$ cat src/rv_exec_pkg.sv
package rv_exec_pkg;

    localparam int XLEN      = 64;
    localparam int DIV_STEPS = 64;   // one quotient bit per step

    typedef logic [XLEN-1:0] xlen_t;
    typedef logic [4:0]      alu_op_t;
    typedef logic [2:0]      ext_sel_t;

    // opcodes
    localparam alu_op_t OP_ADD  = 5'd0;
    localparam alu_op_t OP_SUB  = 5'd1;
    localparam alu_op_t OP_SLL  = 5'd2;
    localparam alu_op_t OP_SRL  = 5'd3;
    localparam alu_op_t OP_SRA  = 5'd4;
    localparam alu_op_t OP_AND  = 5'd5;
    localparam alu_op_t OP_OR   = 5'd6;
    localparam alu_op_t OP_XOR  = 5'd7;
    localparam alu_op_t OP_SLT  = 5'd8;
    localparam alu_op_t OP_SLTU = 5'd9;
    localparam alu_op_t OP_MUL  = 5'd10;  // low half only
    localparam alu_op_t OP_DIVU = 5'd11;
    localparam alu_op_t OP_REMU = 5'd12;
    localparam alu_op_t OP_PASS = 5'd13;  // src2 through, load data
    localparam alu_op_t OP_BEQ  = 5'd14;
    localparam alu_op_t OP_BNE  = 5'd15;
    localparam alu_op_t OP_BLT  = 5'd16;
    localparam alu_op_t OP_BGE  = 5'd17;
    localparam alu_op_t OP_BLTU = 5'd18;
    localparam alu_op_t OP_BGEU = 5'd19;

    // result extension
    localparam ext_sel_t EXT_NONE = 3'd0;
    localparam ext_sel_t EXT_SW   = 3'd1;  // from bit 31
    localparam ext_sel_t EXT_ZW   = 3'd2;  // low word, zero filled
    localparam ext_sel_t EXT_SH   = 3'd3;  // from bit 15
    localparam ext_sel_t EXT_SB   = 3'd4;  // from bit 7

    typedef enum logic [1:0] {
        LANE_IDLE,
        LANE_DIV,
        LANE_DONE
    } lane_state_t;

endpackage

$ cat src/alu_issue_dispatch.sv
`timescale 1ns/100ps

module alu_issue_dispatch #(
    parameter int NUM_LANES = 4
) (
    input  logic                  clk,
    input  logic                  rst_n,
    input  logic                  op_req,
    output logic                  op_ack,
    input  rv_exec_pkg::alu_op_t  op_code,
    input  logic                  word_op,
    input  rv_exec_pkg::ext_sel_t ext_sel,
    input  rv_exec_pkg::xlen_t    src1,
    input  rv_exec_pkg::xlen_t    src2,
    input  logic [NUM_LANES-1:0]  lane_done,
    output logic [NUM_LANES-1:0]  lane_issue,
    output rv_exec_pkg::alu_op_t  issue_op,
    output logic                  issue_word,
    output rv_exec_pkg::ext_sel_t issue_ext,
    output rv_exec_pkg::xlen_t    issue_src1,
    output rv_exec_pkg::xlen_t    issue_src2
);

    localparam int PTR_W = $clog2(NUM_LANES);

    logic [PTR_W-1:0]     next_lane;  // round-robin pointer
    logic [NUM_LANES-1:0] busy;
    logic [NUM_LANES-1:0] done_q;     // for falling edge of lane_done
    logic                 take;

    assign take = op_req && !op_ack && !busy[next_lane];

    always_ff @(posedge clk) begin
        if (!rst_n) begin
            op_ack     <= 1'b0;
            lane_issue <= '0;
            next_lane  <= '0;
        end else begin
            lane_issue <= '0;
            if (take) begin
                op_ack                <= 1'b1;
                lane_issue[next_lane] <= 1'b1;
                if (next_lane == PTR_W'(NUM_LANES - 1)) begin
                    next_lane <= '0;
                end else begin
                    next_lane <= next_lane + 1'b1;
                end
            end else if (!op_req) begin
                op_ack <= 1'b0;  // return to zero
            end
        end
    end

    // lane stays busy from issue until its done drops
    always_ff @(posedge clk) begin
        if (!rst_n) begin
            busy   <= '0;
            done_q <= '0;
        end else begin
            done_q <= lane_done;
            for (int i = 0; i < NUM_LANES; i++) begin
                if (take && next_lane == PTR_W'(i)) begin
                    busy[i] <= 1'b1;
                end else if (done_q[i] && !lane_done[i]) begin
                    busy[i] <= 1'b0;
                end
            end
        end
    end

    // shared operand bus, valid with the issue pulse
    always_ff @(posedge clk) begin
        if (take) begin
            issue_op   <= op_code;
            issue_word <= word_op;
            issue_ext  <= ext_sel;
            issue_src1 <= src1;
            issue_src2 <= src2;
        end
    end

endmodule

$ cat config.mk
export PLATFORM = sky130hd
export DESIGN_NAME = alu_issue_dispatch
export DESIGN_NICKNAME = d
export VERILOG_FILES = /design/src/rv_exec_pkg.sv /design/src/alu_issue_dispatch.sv
export SDC_FILE = /design/constraint.sdc
export NUM_CORES = 1
export LEC_CHECK = 0
export ABC_AREA = 1
export BUFFER_PORTS_ARGS = -buffer_cell sky130_fd_sc_hd__buf_2
export CAP_MARGIN = 0
export CORE_MARGIN = 2
export CORE_UTILIZATION = 39
export CTS_CLUSTER_SIZE = 14
export DETAILED_ROUTE_END_ITERATION = 8
export PLACE_DENSITY_LB_ADDON = 0.3
export RECOVER_POWER = 100
export SYNTH_ARGS = -nofsm -noshare
export SYNTH_HDL_FRONTEND = slang
export SYNTH_SLANG_ARGS = --single-unit
$ cat constraint.sdc
create_clock -name clk -period 2.4 [get_ports clk]
set_clock_uncertainty 0.15 [all_clocks]
set_input_delay 0.48 -clock clk [delete_from_list [all_inputs] [get_ports clk]]
set_output_delay 0.48 -clock clk [all_outputs]
set_load 0.02 [all_outputs]
==> results of run 1 <==
## cells by family after synthesis
family | after synthesis | share of synthesized area
buffers and inverters | 23 | 0.01858
AOI/OAI and AO/OA | 4 | 0.006281
adders and majority gates | 4 | 0.01047
DFF | 152 | 0.9233
and+or+nand+nor | 34 | 0.04135
## registers in the layout, indices dropped and copies added, names as in the netlist
name        flops
issue_word      1
op_ack          1
issue_op        5
issue_src2     64
next_lane       2
lane_issue      4
issue_ext       3
busy            4
issue_src1     64
done_q          4
## cell usage after synthesis
cell / number
buf_2: 2
dfxtp_1: 15
edfxtp_1: 137
ha_1: 4
inv_1: 19
inv_2: 2
nand2_1: 17
nand2_2: 1
nand2_4: 1
nand3_1: 3
nand3_2: 6
nand4_1: 1
nor2_1: 4
nor2_8: 1
o211ai_1: 4
## power by group through the flow
stage / combinational, mW / clock (mW) / sequential [mW]
3_5_place_dp: 1.46 / 0 / 3.62
6_report: 1.30 / 2.88 / 3.58
3_3_place_gp: 1.43 / 0 / 3.61
2_1_floorplan: 0.303 / 0 / 4.16
5_1_grt: 1.40 / 3.04 / 3.63
4_1_cts: 1.46 / 2.95 / 3.57
## through the flow
step	cells	hold slack [ns]	utilization
after floorplan	217	0.3146	-
after CTS	681	0.07129	0.5897
after detailed placement	649	0.3309	0.5359
final	681	0.09082	0.5717
after global placement	649	0.3269	0.5359
after global routing	681	0.06998	0.5717
## area by class of cell
type	instances	area share
Inverter	21	0.01257
Multi-Input combinational cell	42	0.03790
Clock inverter	10	0.02934
Clock buffer	22	0.06469
Sequential cell	152	0.6430
Timing Repair Buffer	287	0.1857
Tap cell	147	0.02679
## final timing paths
check | depth (start not counted) | slack (ns) | to
worst min-delay path | 1 | 0.09 | issue_src1[36]$_DFFE_PN_
worst min register to register | 3 | 0.34 | busy[1]$_SDFFE_PN0P_
worst max register to register | 5 | 0.46 | issue_op[3]$_DFFE_PN_
worst max-delay path | 5 | 0.46 | issue_op[3]$_DFFE_PN_
## metal layers
metal,track usage,vias up,wire length [um],part of all wire
met3,0.06406,20,986,0.093
met2,0.2643,177,5474,0.52
li1,-,1413,-,-
met5,0,-,13,0.0012
met1,0.1645,1390,3884,0.37
met4,0.08273,2,214,0.020
==> impl_metrics.py, run 1 <==
metrics = {
    "grt": {
        "grt_pass1_wl_mm": 14.90,
        "grt_max_degree": 95,
        "overflow": 0,
        "first_global_vias": 3018,
        "grt_use_total": 0.1550,
        "grt_antenna_before_repair": 1,
    },
    "logic_synthesis": {
        "synth_top_area_frac": 0.8605,
        "synthesis.nets": 365,
        "synth_area_leaders": "edfxtp_1 86%, dfxtp_1 6.3%, inv_1 1.5%",
        "syn-mean-instance-area_um2": 22.03,
        "yosysUniqueCellTypes": 15,
        "synth_top_area_cell": "edfxtp_1",
        "synth-seq-area-share": 0.9233,
        "syn-instance-count": 217,
        "ys_ff_latch": 152,
        "synth_area_um2": 4781,
        "yosysWarnings": 0,
    },
    "timing": {
        "setup_viol": 0,
        "tightest_slew_ns": 0.7086,
        "tns_ns": 0,
        "hold_viol": 0,
        "min_period_ns": 1.935,
        "setup_ws_ns": 0.4648,
        "max-slew-margin-rel": 0.5276,
        "maxSlewViolCount": 0,
        "rsz0062_at_grt": "no",
        "fin_crit_sh": 0.8063,
        "fmax_mhz": 516.7,
    },
    "clock_tree": {
        "root_buffer": "clkbuf_16",
        "cts.path.max_buffers": 2,
        "holdBufCountCts": 0,
        "insertion_delay_ns": 0.41,
        "cts_buffers": 17,
        "cts_tree": "done",
        "postCtsSetupRepairBufs": 0,
        "h-tree-depth": 4,
        "cts_resized": 0,
        "clock-sinks": 152,
        "clkSlewWorstSetupHoldPaths_ns": 0.06,
    },
    "worst_setup_path": {
        "crit_slowest_cell": "clkbuf_4",
        "crit_start": "next_lane[1]$_SDFFE_PN0N_",
        "cp_top_family": "buffers and inverters",
        "required_ns": 2.29,
        "worst-setup-path-type": "reg2reg",
        "cp.arrival_ns": 1.83,
        "worstReg2RegStart": "next_lane[1]$_SDFFE_PN0N_",
        "worstPathCellList": "nor2_1 > nand2_2 > nand2_4 > nor2_8 > clkbuf_4",
        "cp-end-kind": "flop",
        "critPathLaunchType": "flop",
        "critical_path.max_stage_delay_ns": 0.57,
        "cp_num_buf_inv": 1,
        "path_max_fanout": 49,
    },
    "pwr": {
        "p_int_mw": 5.698,
        "p_leak_nw": 2.716,
        "power_mw": 7.762,
        "seq_power_share": 0.462,
        "p_sw_mw": 2.064,
        "p_clk_frac": 0.371,
        "power.share.combinational": 0.168,
        "pwr_density_cell_nw_per_um2": 1130,
        "swShare": 0.2659,
        "irDropWorstVdd_mv": 0.6065,
    },
    "drt": {
        "dr.pass1.iters": 4,
        "drt_iter0_markers": 194,
        "wl_mm": 10.57,
        "viasPerCell": 4.408,
        "num_vias": 3002,
        "ant_nets": 0,
        "wire_per_inst_um": 15.53,
        "drc_errors": 0,
    },
    "min_path": {
        "min-delay-start": "src1[36]",
        "hold_path.class": "in2reg",
    },
    "placement": {
        "dp_hpwl_mm": 7.743,
        "place_ws_ns": 0.4364,
        "place_congestion": 0.7342,
        "port_buffers": 285,
        "dpl_cell_area_um2": 6437,
    },
    "final_layout": {
        "mostFrequentLayoutCells": "148 x clkbuf_1, 142 x buf_2, 137 x edfxtp_1, 18 x inv_1",
        "design_area_um2": 6867,
        "drive_gt1_frac": 0.3352,
        "final_common_cell": "clkbuf_1",
        "fillers": 1037,
        "antenna_cells": 0,
        "synthToLayoutAreaGrowth_pct": 43.63,
        "fin_nets": 669,
        "multi_input_area_um2": 260.3,
        "seqCellArea_um2": 4415,
    },
    "job": {
        "cap_violations": 0,
    },
    "floorplan": {
        "dieHeight_um": 114.7,
        "die_w_um": 114.7,
        "io_pins": 286,
        "row_count": 40,
        "die-area_um2": 13160,
        "core_um2": 12010,
        "start_util": 0.3980,
    },
    "run_status": {
        "status": "finished, final reports clean",
    },
}
Power figures use the tool's default switching activity.
==> inputs of run 2 (changes only) <==
clock period = 1.6 ns   (was 2.4 ns; I/O delays follow)
==> run 2 against run 1 <==
The flow now stops in 4_1_cts. Synthesized cell count stayed put. Area after synthesis unchanged.
==> impl_metrics.py, run 2 <==
metrics = {
    "floorplan": {
        "start_util": 0.3980,
        "io_pins": 286,
        "row_count": 40,
        "die_w_um": 114.7,
        "dieHeight_um": 114.7,
    },
    "logic_synthesis": {
        "synth_edf_count": 137,
        "ys_ff_latch": 152,
        "syn-instance-count": 217,
        "yosysMostFrequentCell": "edfxtp_1",
        "yosysWarnings": 0,
        "syn-mean-instance-area_um2": 22.03,
        "async_reset_ff_frac": 0,
        "synth_commonest_cells": "137 x edfxtp_1, 19 x inv_1, 17 x nand2_1",
        "synth_top_area_cell": "edfxtp_1",
        "synth-seq-area-share": 0.9233,
        "synthesis.nets": 365,
        "dominantRegCellSynth": "edfxtp_1",
        "yosysUniqueCellTypes": 15,
        "synth_top_area_frac": 0.8605,
        "synth_area_leaders": "edfxtp_1 86%, dfxtp_1 6.3%, inv_1 1.5%",
        "synth_area_um2": 4781,
    },
    "clock_tree": {
        "cts_buffers": 17,
        "h-tree-depth": 4,
        "cts_resized": 1,
        "root_buffer": "clkbuf_16",
        "cts.path.max_buffers": 2,
        "holdBufCountCts": 138,
        "postCtsSetupRepairBufs": 0,
        "clock-sinks": 152,
    },
    "placement": {
        "place_congestion": 0.7691,
        "place_ws_ns": -0.01708,
        "port_buffers": 285,
        "dp.cells": 656,
        "dp_hpwl_mm": 8.287,
    },
    "run_status": {
        "stop_stage": "4_1_cts",
        "firstError": "[ERROR RSZ-0060] Max buffer count reached.",
        "status": "stopped before the end",
    },
}
run 2: logic make-up after synthesis:
kind of cell	Yosys count	synth area share
flip-flops	152	0.9233
AND/OR/NAND/NOR	34	0.04135
buffers and inverters	23	0.01858
AO/OA/AOI/OAI	4	0.006281
adder cells (fa/ha/maj)	4	0.01047
run 2: stage by stage:
stage | hold slack, ns | cell area (um^2)
2_1_floorplan | 0.2635 | 4786
3_3_place_gp | 0.3275 | 6479
3_5_place_dp | 0.3388 | 6479
==> inputs of run 3 (changes only) <==
CORE_UTILIZATION = 35   (was 39)
CTS_CLUSTER_SIZE = not set   (was 14)
PLACE_DENSITY_LB_ADDON = 0.15   (was 0.3)
clock period = 2.1 ns   (was 1.6 ns; I/O delays follow)
==> run 3 against run 2 <==
The run now ends clean.
==> impl_metrics.py, run 3 (synthesized netlist as in run 1, its figures left out) <==
metrics = {
    "run_status": {
        "status": "finished, final reports clean",
    },
    "pwr": {
        "irDropWorstVdd_mv": 0.5209,
        "power_mw": 8.510,
        "p_leak_nw": 2.688,
        "pwr_density_cell_nw_per_um2": 1246,
    },
    "timing": {
        "max-slew-margin-rel": 0.5006,
        "fin_crit_sh": 0.8747,
        "whs_ns": 0.03382,
        "hold_viol": 0,
        "fmax_mhz": 544.4,
        "tns_ns": 0,
        "rsz0062_at_grt": "no",
        "setup_viol": 0,
        "maxSlewViolCount": 0,
        "tightest_slew_ns": 0.7492,
        "min_period_ns": 1.837,
        "setup_ws_ns": 0.2631,
    },
    "floorplan": {
        "die_w_um": 120.9,
        "row_count": 42,
        "core_um2": 13300,
        "die-area_um2": 14610,
        "dieHeight_um": 120.9,
        "start_util": 0.3596,
        "io_pins": 286,
    },
    "worst_setup_path": {
        "worst-setup-path-type": "reg2reg",
        "reg2reg_to": "issue_op[1]$_DFFE_PN_",
        "crit_start": "next_lane[1]$_SDFFE_PN0N_",
        "reg2regPathDepth": 5,
        "required_ns": 2.01,
        "regToRegSetupSlack_ns": 0.26,
        "critPathCapture": "issue_op[1]$_DFFE_PN_",
        "worstReg2RegStart": "next_lane[1]$_SDFFE_PN0N_",
        "cp.arrival_ns": 1.75,
        "critPathLaunchType": "flop",
        "path_max_fanout": 77,
        "cp-end-kind": "flop",
    },
    "clock_tree": {
        "postCtsSetupRepairBufs": 0,
        "cts_tree": "done",
        "clkSlewWorstSetupHoldPaths_ns": 0.06,
        "insertion_delay_ns": 0.41,
        "cts_resized": 0,
        "h-tree-depth": 4,
        "root_buffer": "clkbuf_16",
        "holdBufCountCts": 0,
        "clock-sinks": 152,
        "cts.path.max_buffers": 2,
        "cts_buffers": 17,
    },
    "final_layout": {
        "synthToLayoutAreaGrowth_pct": 42.87,
        "mostFrequentLayoutCells": "149 x clkbuf_1, 141 x buf_2, 137 x edfxtp_1, 19 x inv_1, 19 x nand2_1",
        "fin_nets": 670,
        "drive_gt1_frac": 0.3277,
        "reg_top3": "issue_src1 x64, issue_src2 x64, issue_op x5",
        "final_common_cell": "clkbuf_1",
    },
    "grt": {
        "first_global_vias": 2950,
        "grt_use_total": 0.1452,
        "grt_pass1_wl_mm": 15.32,
        "grt_max_degree": 78,
        "grt_antenna_before_repair": 1,
        "overflow": 0,
    },
    "min_path": {
        "hold_path.class": "in2reg",
    },
    "drt": {
        "ant_nets": 0,
        "drc_errors": 0,
        "wl_mm": 10.89,
        "wire_per_inst_um": 15.31,
        "viasPerCell": 4.117,
        "dr.pass1.iters": 4,
        "drt_iter0_markers": 117,
        "num_vias": 2927,
    },
    "placement": {
        "port_buffers": 285,
        "place_ws_ns": 0.2922,
        "dp_hpwl_mm": 8.113,
        "place_congestion": 0.7293,
    },
    "job": {
        "cap_violations": 0,
    },
}
==> run 3: worst max-delay path: stages, from the launching register on <==
cell and delay [ns]:
dfxtp_1 0.45, nor2_1 0.08, nand2_1 0.11, nand2_1 0.14, nor2_8 0.17, buf_12 0.33
==> run 3: layout make-up <==
| class | instances | area [um^2] |
|---|---|---|
| diodes | 1 | 2.502 |
| multi-input cells | 42 | 250.2 |
| inverters | 21 | 78.83 |
| fillers | 1226 | 6465 |
| clock inverters | 9 | 125.1 |
| clock buffers | 22 | 444.2 |
| flip-flops and latches | 152 | 4415 |
| repair buffers | 288 | 1294 |
| well taps | 176 | 220.2 |
==> run 3: per-stage QoR <==
step,utilization,std cells,cell area (um^2)
5_1_grt,0.5136,710,6828
6_report,0.5137,711,6830
4_1_cts,0.5295,710,7039
3_3_place_gp,0.4866,679,6470
3_5_place_dp,0.4866,679,6470
2_1_floorplan,-,217,4786
==> run 3: routing by layer <==
layer	global-route usage	vias to the layer above	routed length (um)
met1	0.1494	1338	3926
met5	0	-	0
li1	-	1418	-
met4	0.07195	0	240
met3	0.06062	18	1075
met2	0.2532	153	5645
==> run 3: report_power, final <==
part           leakage [nW]  switching (mW)  internal (mW)
sequential             1.42           0.132           3.95
clock                 0.277            1.07           1.85
combinational         0.992            1.15          0.356
total                  2.69            2.35           6.16
==> run 3: worst min-delay path by stage <==
stage	startpoint	end	slack, ns	cells after the start
2_1_floorplan	busy[1]$_SDFFE_PN0P_	busy[1]$_SDFFE_PN0P_	0.31	2
3_3_place_gp	done_q[0]$_SDFF_PN0_	busy[0]$_SDFFE_PN0P_	0.33	3
3_5_place_dp	done_q[3]$_SDFF_PN0_	busy[3]$_SDFFE_PN0P_	0.34	3
4_1_cts	src1[23]	issue_src1[23]$_DFFE_PN_	0.004	1
5_1_grt	src2[10]	issue_src2[10]$_DFFE_PN_	0.005	1
6_report	src1[23]	issue_src1[23]$_DFFE_PN_	0.03	1
