--- src/rv_exec_pkg.sv ---
package rv_exec_pkg;

    localparam int XLEN      = 64;
    localparam int DIV_STEPS = 64;   // one quotient bit per step

    typedef logic [XLEN-1:0] xlen_t;
    typedef logic [4:0]      alu_op_t;
    typedef logic [2:0]      ext_sel_t;

    // opcodes
    localparam alu_op_t OP_ADD  = 5'd0;
    localparam alu_op_t OP_SUB  = 5'd1;
    localparam alu_op_t OP_SLL  = 5'd2;
    localparam alu_op_t OP_SRL  = 5'd3;
    localparam alu_op_t OP_SRA  = 5'd4;
    localparam alu_op_t OP_AND  = 5'd5;
    localparam alu_op_t OP_OR   = 5'd6;
    localparam alu_op_t OP_XOR  = 5'd7;
    localparam alu_op_t OP_SLT  = 5'd8;
    localparam alu_op_t OP_SLTU = 5'd9;
    localparam alu_op_t OP_MUL  = 5'd10;  // low half only
    localparam alu_op_t OP_DIVU = 5'd11;
    localparam alu_op_t OP_REMU = 5'd12;
    localparam alu_op_t OP_PASS = 5'd13;  // src2 through, load data
    localparam alu_op_t OP_BEQ  = 5'd14;
    localparam alu_op_t OP_BNE  = 5'd15;
    localparam alu_op_t OP_BLT  = 5'd16;
    localparam alu_op_t OP_BGE  = 5'd17;
    localparam alu_op_t OP_BLTU = 5'd18;
    localparam alu_op_t OP_BGEU = 5'd19;

    // result extension
    localparam ext_sel_t EXT_NONE = 3'd0;
    localparam ext_sel_t EXT_SW   = 3'd1;  // from bit 31
    localparam ext_sel_t EXT_ZW   = 3'd2;  // low word, zero filled
    localparam ext_sel_t EXT_SH   = 3'd3;  // from bit 15
    localparam ext_sel_t EXT_SB   = 3'd4;  // from bit 7

    typedef enum logic [1:0] {
        LANE_IDLE,
        LANE_DIV,
        LANE_DONE
    } lane_state_t;

endpackage

--- src/result_reorder.sv ---
`timescale 1ns/100ps

module result_reorder #(
    parameter int NUM_LANES = 4
) (
    input  logic                 clk,
    input  logic                 rst_n,
    output logic                 res_req,
    input  logic                 res_ack,
    output rv_exec_pkg::xlen_t   res_value,
    output logic                 res_flag,
    input  logic [NUM_LANES-1:0] lane_done,
    input  rv_exec_pkg::xlen_t   lane_value [NUM_LANES],
    input  logic                 lane_flag [NUM_LANES],
    output logic [NUM_LANES-1:0] lane_release
);

    localparam int PTR_W = $clog2(NUM_LANES);

    typedef enum logic [1:0] {
        RO_WAIT,  // head lane not done yet
        RO_REQ,   // res_req up, waiting for ack
        RO_ACK    // waiting for ack to drop
    } ro_state_t;

    ro_state_t        state;
    logic [PTR_W-1:0] head;
    logic             load;

    assign load = (state == RO_WAIT) && lane_done[head] && !res_ack;

    always_ff @(posedge clk) begin
        if (!rst_n) begin
            state        <= RO_WAIT;
            res_req      <= 1'b0;
            head         <= '0;
            lane_release <= '0;
        end else begin
            lane_release <= '0;
            case (state)
                RO_WAIT:
                    if (load) begin
                        res_req <= 1'b1;
                        state   <= RO_REQ;
                    end
                RO_REQ:
                    if (res_ack) begin
                        res_req <= 1'b0;
                        state   <= RO_ACK;
                    end
                RO_ACK:
                    if (!res_ack) begin
                        lane_release[head] <= 1'b1;  // frees the lane
                        state              <= RO_WAIT;
                        if (head == PTR_W'(NUM_LANES - 1)) begin
                            head <= '0;
                        end else begin
                            head <= head + 1'b1;
                        end
                    end
                default: state <= RO_WAIT;
            endcase
        end
    end

    // held stable while res_req is high
    always_ff @(posedge clk) begin
        if (load) begin
            res_value <= lane_value[head];
            res_flag  <= lane_flag[head];
        end
    end

endmodule

--- config.mk ---
export PLATFORM = sky130hd
export DESIGN_NAME = result_reorder
export DESIGN_NICKNAME = d
export VERILOG_FILES = /design/src/rv_exec_pkg.sv /design/src/result_reorder.sv
export SDC_FILE = /design/constraint.sdc
export NUM_CORES = 1
export LEC_CHECK = 0
export BUFFER_PORTS_ARGS = -buffer_cell sky130_fd_sc_hd__buf_4
export CAP_MARGIN = 5
export CORE_AREA = 3 3 130 132
export DETAILED_ROUTE_END_ITERATION = 10
export DIE_AREA = 0 0 133 135
export GPL_ROUTABILITY_DRIVEN = 0
export PLACE_DENSITY = 0.66
export SLEW_MARGIN = 20
export SYNTH_ARGS = -nofsm -noshare
export SYNTH_HDL_FRONTEND = slang
export SYNTH_SLANG_ARGS = --single-unit
--- constraint.sdc ---
create_clock -name clk -period 8.1 [get_ports clk]
set_input_delay 0.81 -clock clk [delete_from_list [all_inputs] [get_ports clk]]
set_output_delay 0.81 -clock clk [all_outputs]
set_load 0.01 [all_outputs]
==> impl_metrics.toml, run 1 <==
[outcome]
status = "finished clean"

[detailed_routing]
drtIter0Drc = 183
vias = 3302
routed_wl_mm = 15.1
ant_nets = 0
wl_per_cell_um = 20.4
drc = 0
firstDrtPassIters = 4
vias_per_cell = 4.48

[pwr]
vdd_drop_max_mv = 0.0866
p_per_area_mw_per_mm2 = 147
cellLeakagePower_uw = 0.00288
finalPower_uw = 1020

[setup_path]
crit_buf_inv = 1
max_stage_delay_ps = 960
r2r_end = "res_value[9]"
critPathLaunchType = "register"
crit_path_end_kind = "register"
path_max_fanout = 70
cp_slowest_cell = "dfxtp_4"
cp.arrival_ps = 2600
cp_top_family = "flip-flops"
worstSetupPathType = "reg2reg"
r2r_cells = 4
crit_chain = "mux4_2, nand2_1, nor2_4, buf_4"
r2r_slack_ps = 5450
crit-reg2reg-launch = "head[1]"
required_ps = 8060

[sta]
worst-slew-pin-transition_ps = 948
relSlewSlack = 0.368
fin_tns_setup_ps = 0
max_freq_ghz = 0.378
rsz0062_at_grt = "false"
drv_slew = 0
period_share = 0.327
whs_ps = 513
hold_viol_final = 0
setup_viol_count_final = 0
period_needed_ps = 2650
skew_ps = 4.67

[cts]
cts_tree = "built"
clock_latency_ps = 330
clk_pin_slew_ps = 60
holdBufCountCts = 0
cts_setup_buffers = 0
cts-resized-gates = 0
numCtsBuffers = 9
cts_root_buffer = "clkbuf_16"
clock_path_buffers = 2
htree_levels = 3
clock_sinks = 74

[worst_hold_path]
hold_start = "res_req"
whs_endpoint = "res_req"
hold_class = "reg2reg"
min_path_cells = 2

[final_layout]
fin_nets = 787
diodes = 0
stdcell_area_sq_mm = 0.00691
fill_cells = 1467
layout-drive-gt1-share = 0.810
fin_cells = 737
syn_to_final_growth_pct = 75.5

[logic_synthesis]
yosysUniqueCellTypes = 22
yosysSeqAreaShare = 0.541
yosys_warnings = 0
synthMuxAreaShare = 0.382
syn-cell-area_sq_mm = 0.00394
syn_nets = 454
synth_xor_area_frac = 0.00222
synth_top_family_by_area = "multiplexers"
post_synth_inst_count = 183
synth_compound_area_frac = 0.00699
synth_fa_ha_area_frac = 0.0127
syn_area_per_cell_sq_um = 21.5
yosys.area_share.simple = 0.0165
ys_ff_latch = 74

[global_route]
grt_usage = 0.161
grt_pass1_vias = 3636
grt_antenna_before_repair = 0
grt_max_degree = 71
overflow = 0
grt_first_pass_wirelength_mm = 21.5

[floorplan]
initial_core_util = 0.249
die_h_um = 135
rows = 46
dieArea_sq_mm = 0.0180
core_area_sq_mm = 0.0158
pin_count = 337
die_w_um = 133

[placement]
hpwlAfterDp_mm = 12.3
placed_area_sq_mm = 0.00663
io_buffers = 336
dpl.cell_count = 721

[job]
cap_violations = 0
through the flow:
step	setup slack [ps]	util
after floorplan	3780	-
after global placement	5460	0.419
after detailed placement	5390	0.419
after CTS	5380	0.437
after global routing	5250	0.437
final	5450	0.437
registers in the layout, summed over array words and instances (netlist names):
| name | flops |
|---|---|
| res_value | 64 |
| lane_release | 4 |
| head | 2 |
| state | 2 |
| res_flag | 1 |
| res_req | 1 |
tightest hold or removal path, stage by stage (launching register included):
cell and delay (ps):
dfxtp_1 320, o21ai_0 70, a211oi_1 70
final cells by class:
type	count	area (sq um)	area share
clock buffers	9	225	0.0326
clock inverters	7	60.1	0.00869
inverters	4	15.0	0.00217
multi-input cells	89	1670	0.241
flip-flops and latches	74	2140	0.310
well taps	216	270	0.0391
repair buffers	338	2540	0.367
layer usage:
metal | wire, um | up-vias | track usage
met2 | 8090 | 163 | 0.281
met4 | 282 | 0 | 0.0618
li1 | - | 1479 | -
met1 | 5570 | 1643 | 0.189
met5 | 0 | - | 0
met3 | 1120 | 17 | 0.0451
where the power goes:
part / total [uW] / leakage [uW] / switching [uW] / internal (uW)
Clock: 387 / 0.000140 / 152 / 235
Sequential: 445 / 0.000680 / 7.71 / 437
Combinational: 184 / 0.00206 / 55.7 / 128
Total: 1020 / 0.00288 / 216 / 799
worst max-delay path by stage:
stage	start	end	slack, ps	depth (start not counted)
after floorplan	lane_done[1]	res_flag	3780	3
after global placement	head[1]	res_value[16]	5460	4
after detailed placement	head[1]	res_value[18]	5390	4
after CTS	head[1]	res_value[14]	5380	4
after global routing	head[1]	res_value[18]	5250	4
final	head[1]	res_value[9]	5450	4
synth_stat cells:
cell      number  area share
buf_2          7      0.0089
edfxtp_1      65        0.50
a21oi_1        1      0.0013
o211a_1        1      0.0025
buf_12         2       0.010
nand2_1        1     0.00095
xnor2_1        1      0.0022
and3_1         4      0.0064
mux4_2        66        0.38
buf_8          1      0.0038
mux2i_1        2      0.0051
buf_4          4      0.0076
nor2_1         5      0.0048
dfxtp_1        9       0.046
buf_6          1      0.0029
a211oi_1       1      0.0019
nor3b_2        1      0.0032
nor3_1         1      0.0013
o21ai_0        1      0.0013
ha_1           4       0.013
clkbuf_1       1     0.00095
inv_1          4      0.0038
placed cells by master, fill, tap and decap left out:
cell type and n:
nor2_1 4, inv_1 4, dfxtp_4 2, nor2_4 1
clkinv_2 3, bufinv_16 1, clkbuf_16 9, clkinvlp_4 1
nor3b_2 1, nand2_1 1, edfxtp_1 65, mux2i_1 2
buf_4 338, xnor2_1 1, mux4_2 66, dfxtp_1 7
a21oi_1 1, and3_1 4, o21ai_0 1, nor3_1 1
o211a_1 1, a211oi_1 1, clkinv_1 2, ha_1 4
kinds of logic (layout without fill, tap and decap cells):
kind of cell,after synthesis,in the layout
AOI/OAI and AO/OA,4,4
muxes,68,68
DFF,74,74
adders and majority gates,4,4
xor gates and xnor gates,1,1
buffers and inverters,20,358
and+or+nand+nor,12,12
(Power assumes the default switching activity.)
==> run 2: changes to the inputs <==
--- a/config.mk
+++ b/config.mk
@@ -5,13 +5,14 @@
 export SDC_FILE = /design/constraint.sdc
 export NUM_CORES = 1
 export LEC_CHECK = 0
+export ABC_AREA = 1
 export BUFFER_PORTS_ARGS = -buffer_cell sky130_fd_sc_hd__buf_4
 export CAP_MARGIN = 5
 export CORE_AREA = 3 3 130 132
 export DETAILED_ROUTE_END_ITERATION = 10
 export DIE_AREA = 0 0 133 135
 export GPL_ROUTABILITY_DRIVEN = 0
-export PLACE_DENSITY = 0.66
+export PLACE_DENSITY = 0.67
 export SLEW_MARGIN = 20
 export SYNTH_ARGS = -nofsm -noshare
 export SYNTH_HDL_FRONTEND = slang
==> constraint.sdc (replaced) <==
create_clock -name clk -period 2.51 [get_ports clk]
set_input_delay 0.251 -clock clk [delete_from_list [all_inputs] [get_ports clk]]
set_output_delay 0.251 -clock clk [all_outputs]
set_load 0.01 [all_outputs]
==> impl_metrics.toml, run 2 <==
[cts]
cts_root_buffer = "clkbuf_16"
clk_pin_slew_ps = 60
clock_latency_ps = 330
clock_sinks = 74
holdBufCountCts = 0
numCtsBuffers = 9
cts-resized-gates = 0
htree_levels = 3
cts_tree = "built"
cts_setup_buffers = 0
clock_path_buffers = 2

[detailed_routing]
ant_nets = 0
routed_wl_mm = 17.0
vias = 4817
firstDrtPassIters = 5
drc = 0
vias_per_cell = 4.74
wl_per_cell_um = 16.7
drtIter0Drc = 499

[setup_path]
required_ps = 2490
crit-reg2reg-launch = "head[0]"
crit_path_end_kind = "register"
cp.arrival_ps = 1810
worstSetupPathType = "reg2reg"
critPathLaunchType = "register"
r2r_cells = 6
path_max_fanout = 69
r2r_slack_ps = 680
r2r_end = "res_value[8]"

[placement]
dpl.cell_count = 1000
hpwlAfterDp_mm = 12.9
io_buffers = 336

[logic_synthesis]
yosysUniqueCellTypes = 23
synth_common_cells = "135 x nor2_1, 126 x o21ai_0, 65 x edfxtp_1, 65 x o22ai_1, 13 x buf_2"
yosys-top-cells-area = "edfxtp_1 47%, o21ai_0 15%, nor2_1 12%"
synth.most_common_cell = "nor2_1"
synthArstFlopShare = 0
synth_top_cell_area_share = 0.467
synth-main-ff-cell = "edfxtp_1"
syn_nets = 754
post_synth_inst_count = 483
yosysSeqAreaShare = 0.510
syn_area_per_cell_sq_um = 8.65
synth_edf_count = 65
yosys_warnings = 0
syn-cell-area_sq_mm = 0.00418
ys_ff_latch = 74
yosysTopAreaCell = "edfxtp_1"

[sta]
period_needed_ps = 1830
max_freq_ghz = 0.545
worst-slew-pin-transition_ps = 665
skew_ps = 4.31
period_share = 0.731
hold_viol_final = 0
fin_tns_setup_ps = 0
rsz0062_at_grt = "false"
setup_viol_count_final = 0
relSlewSlack = 0.557
drv_slew = 0

[global_route]
grt_usage = 0.177
grt_util_met2 = 0.301
grt_antenna_before_repair = 0
grt_pass1_vias = 4671
overflow = 0
grt_first_pass_wirelength_mm = 24.9
use_met3 = 0.0503
use_met1 = 0.208
grt_busiest_layer = "met2"
grt_max_degree = 70

[final_layout]
layout-drive-gt1-share = 0.459
fin_cells = 1016
largest_reg_flops = 64
diodes = 0
top_register = "res_value"
largestRegisters = "res_value: 64 flops, lane_release: 4 flops"
layout_commonest_cell = "buf_4"
layout_common_cells = "344 x buf_4, 135 x nor2_1, 126 x o21ai_0, 65 x o22ai_1, 65 x edfxtp_1"
syn_to_final_growth_pct = 70.1
fin_nets = 1066

[pwr]
p_per_area_mw_per_mm2 = 506
switchingPower_uw = 800
clock_power_share = 0.412
finalPower_uw = 3600
comb_power_share = 0.183
vdd_drop_max_mv = 0.327
pwr-share-seq = 0.405
cellLeakagePower_uw = 0.00316
swShare = 0.222
intPower_uw = 2800

[worst_hold_path]
hold_start = "rst_n"
hold_class = "in2reg"
min_path_cells = 3
whs_endpoint = "head[1]"

[outcome]
status = "finished clean"

[floorplan]
initial_core_util = 0.264
rows = 46
dieArea_sq_mm = 0.0180
core_area_sq_mm = 0.0158
die_w_um = 133
pin_count = 337
die_h_um = 135

[job]
cap_violations = 0
run 2: cell count changes after synthesis, moves of 7 or more:
cell / previous run / this run
o21ai_1: 0 / 7
mux4_2: 66 / 0
buf_6: 1 / 8
clkbuf_1: 1 / 12
o21ai_0: 1 / 126
o22ai_1: 0 / 65
nor2_1: 5 / 135
run 2: cell families (layout without fill, tap and decap cells):
family,Yosys count,count (layout),synth area share
AOI/OAI and AO/OA,203,203,0.263
adders and majority gates,4,4,0.0120
buffers and inverters,54,371,0.0769
DFF,74,74,0.510
and+or+nand+nor,148,148,0.138
run 2: worst max path at each step:
stage	slack, ps	from	end
5_1_grt	530	head[0]	res_value[6]
2_1_floorplan	290	head[0]	res_flag
6_report	680	head[0]	res_value[8]
3_5_place_dp	660	head[0]	res_value[7]
3_3_place_gp	690	head[0]	res_value[7]
4_1_cts	650	head[0]	res_value[8]
run 2: critical path, cell delays in order, from the launching register on:
cell        delay (ps)
dfxtp_4            370
inv_8              240
nand2_1            130
nand3_2             90
nand3_2            110
clkinvlp_4         100
buf_4              390
run 2: per-stage QoR:
stage	setup WS (ps)	util	hold slack, ps	cell area [sq um]
after floorplan	295	-	389	4180
after CTS	646	0.449	161	7110
final	676	0.449	186	7110
after global placement	688	0.428	508	6770
after detailed placement	657	0.428	490	6770
after global routing	526	0.449	212	7110
run 2: cell type report:
cell class / count / area, sq um
repair buffers: 344 / 2580
fillers: 1557 / 8720
inverters: 11 / 52.6
clock buffers: 9 / 225
well taps: 216 / 270
multi-input cells: 355 / 1730
flip-flops and latches: 74 / 2140
clock inverters: 7 / 118
run 2: layer usage:
layer	up-vias	wire length (um)
li1	2371	-
met1	2156	6540
met2	256	8510
met3	34	1480
met4	0	455
met5	-	0
run 2: power by group through the flow:
stage | Sequential, uW | Combinational, uW | Clock (uW)
after global routing | 1460 | 715 | 1570
after global placement | 1480 | 658 | 0
after detailed placement | 1480 | 662 | 0
after floorplan | 1520 | 163 | 0
after CTS | 1460 | 664 | 1520
final | 1460 | 660 | 1480
==> run 3: changes to the inputs <==
--- a/config.mk
+++ b/config.mk
@@ -5,12 +5,12 @@
 export SDC_FILE = /design/constraint.sdc
 export NUM_CORES = 1
 export LEC_CHECK = 0
-export ABC_AREA = 1
+export ABC_AREA = 0
 export BUFFER_PORTS_ARGS = -buffer_cell sky130_fd_sc_hd__buf_4
 export CAP_MARGIN = 5
-export CORE_AREA = 3 3 130 132
+export CORE_AREA = 3 3 131 133
 export DETAILED_ROUTE_END_ITERATION = 10
-export DIE_AREA = 0 0 133 135
+export DIE_AREA = 0 0 134 136
 export GPL_ROUTABILITY_DRIVEN = 0
 export PLACE_DENSITY = 0.67
 export SLEW_MARGIN = 20
==> constraint.sdc (replaced) <==
create_clock -name clk -period 1.47 [get_ports clk]
set_input_delay 0.147 -clock clk [delete_from_list [all_inputs] [get_ports clk]]
set_output_delay 0.147 -clock clk [all_outputs]
set_load 0.01 [all_outputs]
==> impl_metrics.toml, run 3 (synthesis results as in run 1) <==
[outcome]
status = "finished, violations left"
failed_checks = "negative setup slack"

[setup_path]
worstSetupPathType = "reg2reg"
path_max_fanout = 38
crit_chain = "mux4_2, nand2_2, nor2_4, buf_12"
crit_buf_inv = 1
cp.arrival_ps = 1620
cp_top_family = "multiplexers"
max_stage_delay_ps = 530
critPathLaunchType = "register"
cp_slowest_cell = "mux4_2"
required_ps = 1540
crit_path_end_kind = "register"

[sta]
period_needed_ps = 1550
period_share = 1.06
skew_ps = 3.12
drv_slew = 0
rsz0062_at_grt = "true"
whs_ps = 89.9
hold_viol_final = 0
setup_viol_count_final = 93
max_freq_ghz = 0.644
relSlewSlack = 0.745
worst-slew-pin-transition_ps = 380
postLayoutSetupSlackWorst_ps = -81.8

[cts]
holdBufCountCts = 0
htree_levels = 3
clk_pin_slew_ps = 60
clock_latency_ps = 330
cts_root_buffer = "clkbuf_16"
numCtsBuffers = 9
cts_tree = "built"
clock_path_buffers = 2
clock_sinks = 74

[pwr]
p_per_area_mw_per_mm2 = 753
swShare = 0.215
intPower_uw = 4270
vdd_drop_max_mv = 0.497
cellLeakagePower_uw = 0.00301
comb_power_share = 0.195
pwr-share-seq = 0.449
clock_power_share = 0.356
switchingPower_uw = 1170

[worst_hold_path]
hold_class = "in2reg"

[job]
cap_violations = 0

[final_layout]
layout_common_cells = "339 x buf_4, 66 x mux4_2, 65 x edfxtp_1, 12 x clkbuf_16, 7 x dfxtp_1"
largestRegisters = "res_value: 64 flops, lane_release: 4 flops"
top_register = "res_value"
layout_commonest_cell = "buf_4"
layout-drive-gt1-share = 0.812
fin_cells = 753
fin_nets = 803
syn_to_final_growth_pct = 83.2
fin_util = 0.453
largest_reg_flops = 64
stdcell_area_sq_mm = 0.00722
diodes = 0

[placement]
hpwlAfterDp_mm = 12.6
io_buffers = 336
pre_cts_slack_ps = -75.0
placed_area_sq_mm = 0.00678
dpl.cell_count = 730

[floorplan]
initial_core_util = 0.247
rows = 46
dieArea_sq_mm = 0.0182
pin_count = 337
die_h_um = 136
die_w_um = 134
core_area_sq_mm = 0.0159

[global_route]
overflow = 0
grt_pass1_vias = 3753
grt_usage = 0.160
grt_antenna_before_repair = 0
grt_max_degree = 70
grt_first_pass_wirelength_mm = 21.7

[detailed_routing]
ant_nets = 0
vias_per_cell = 4.51
drtIter0Drc = 109
drc = 0
vias = 3398
routed_wl_mm = 15.9
firstDrtPassIters = 4
wl_per_cell_um = 21.2
[run 3: area by class of cell]
type,count,area [sq um]
Fill cell,1455,8730
Sequential cell,74,2140
Tap cell,216,270
Inverter,4,15.0
Clock inverter,5,21.3
Timing Repair Buffer,354,2870
Clock buffer,11,233
Multi-Input combinational cell,89,1670
[run 3: repair_timing]
item	in CTS	in global routing
gates cloned	1	3
setup buffers	1	2
setup endpoints to repair	93	128
gates resized for setup	3	10
[run 3: power by group through the flow]
| stage | Combinational [uW] | Sequential [uW] | Clock (uW) |
|---|---|---|---|
| 3_5_place_dp | 1060 | 2480 | 0 |
| 5_1_grt | 1130 | 2450 | 2100 |
| 2_1_floorplan | 246 | 2530 | 0 |
| 6_report | 1060 | 2440 | 1930 |
| 4_1_cts | 1060 | 2440 | 2010 |
| 3_3_place_gp | 1040 | 2480 | 0 |
[run 3: metal layers]
metal  vias up  GRT usage  routed length, um
li1       1514          -                  -
met1      1694      0.179               5740
met2       173      0.282               8500
met3        17     0.0529               1410
met4         0     0.0629                280
met5         -          0                  0
[run 3: path summary, 6_finish.rpt]
path | start | endpoint | slack [ps] | cells after the start
worst max-delay path | head[0] | res_value[5] | -80 | 4
worst min register to register | res_req | res_req | 520 | 2
worst min-delay path | rst_n | state[0] | 90 | 2
worst max register to register | head[0] | res_value[5] | -80 | 4
[run 3: through the flow]
step | total power, uW | setup TNS (ps)
floorplan | 2780 | -51420
global placement | 3520 | -2900
detailed placement | 3540 | -3890
CTS | 5510 | -4730
global route | 5670 | -10140
finish | 5430 | -4150
[run 3: worst register-to-register path, cell delays in order, from the launching register on]
cell	delay [ps]
dfxtp_4	390
mux4_2	530
nand2_2	100
nor2_4	60
buf_12	180
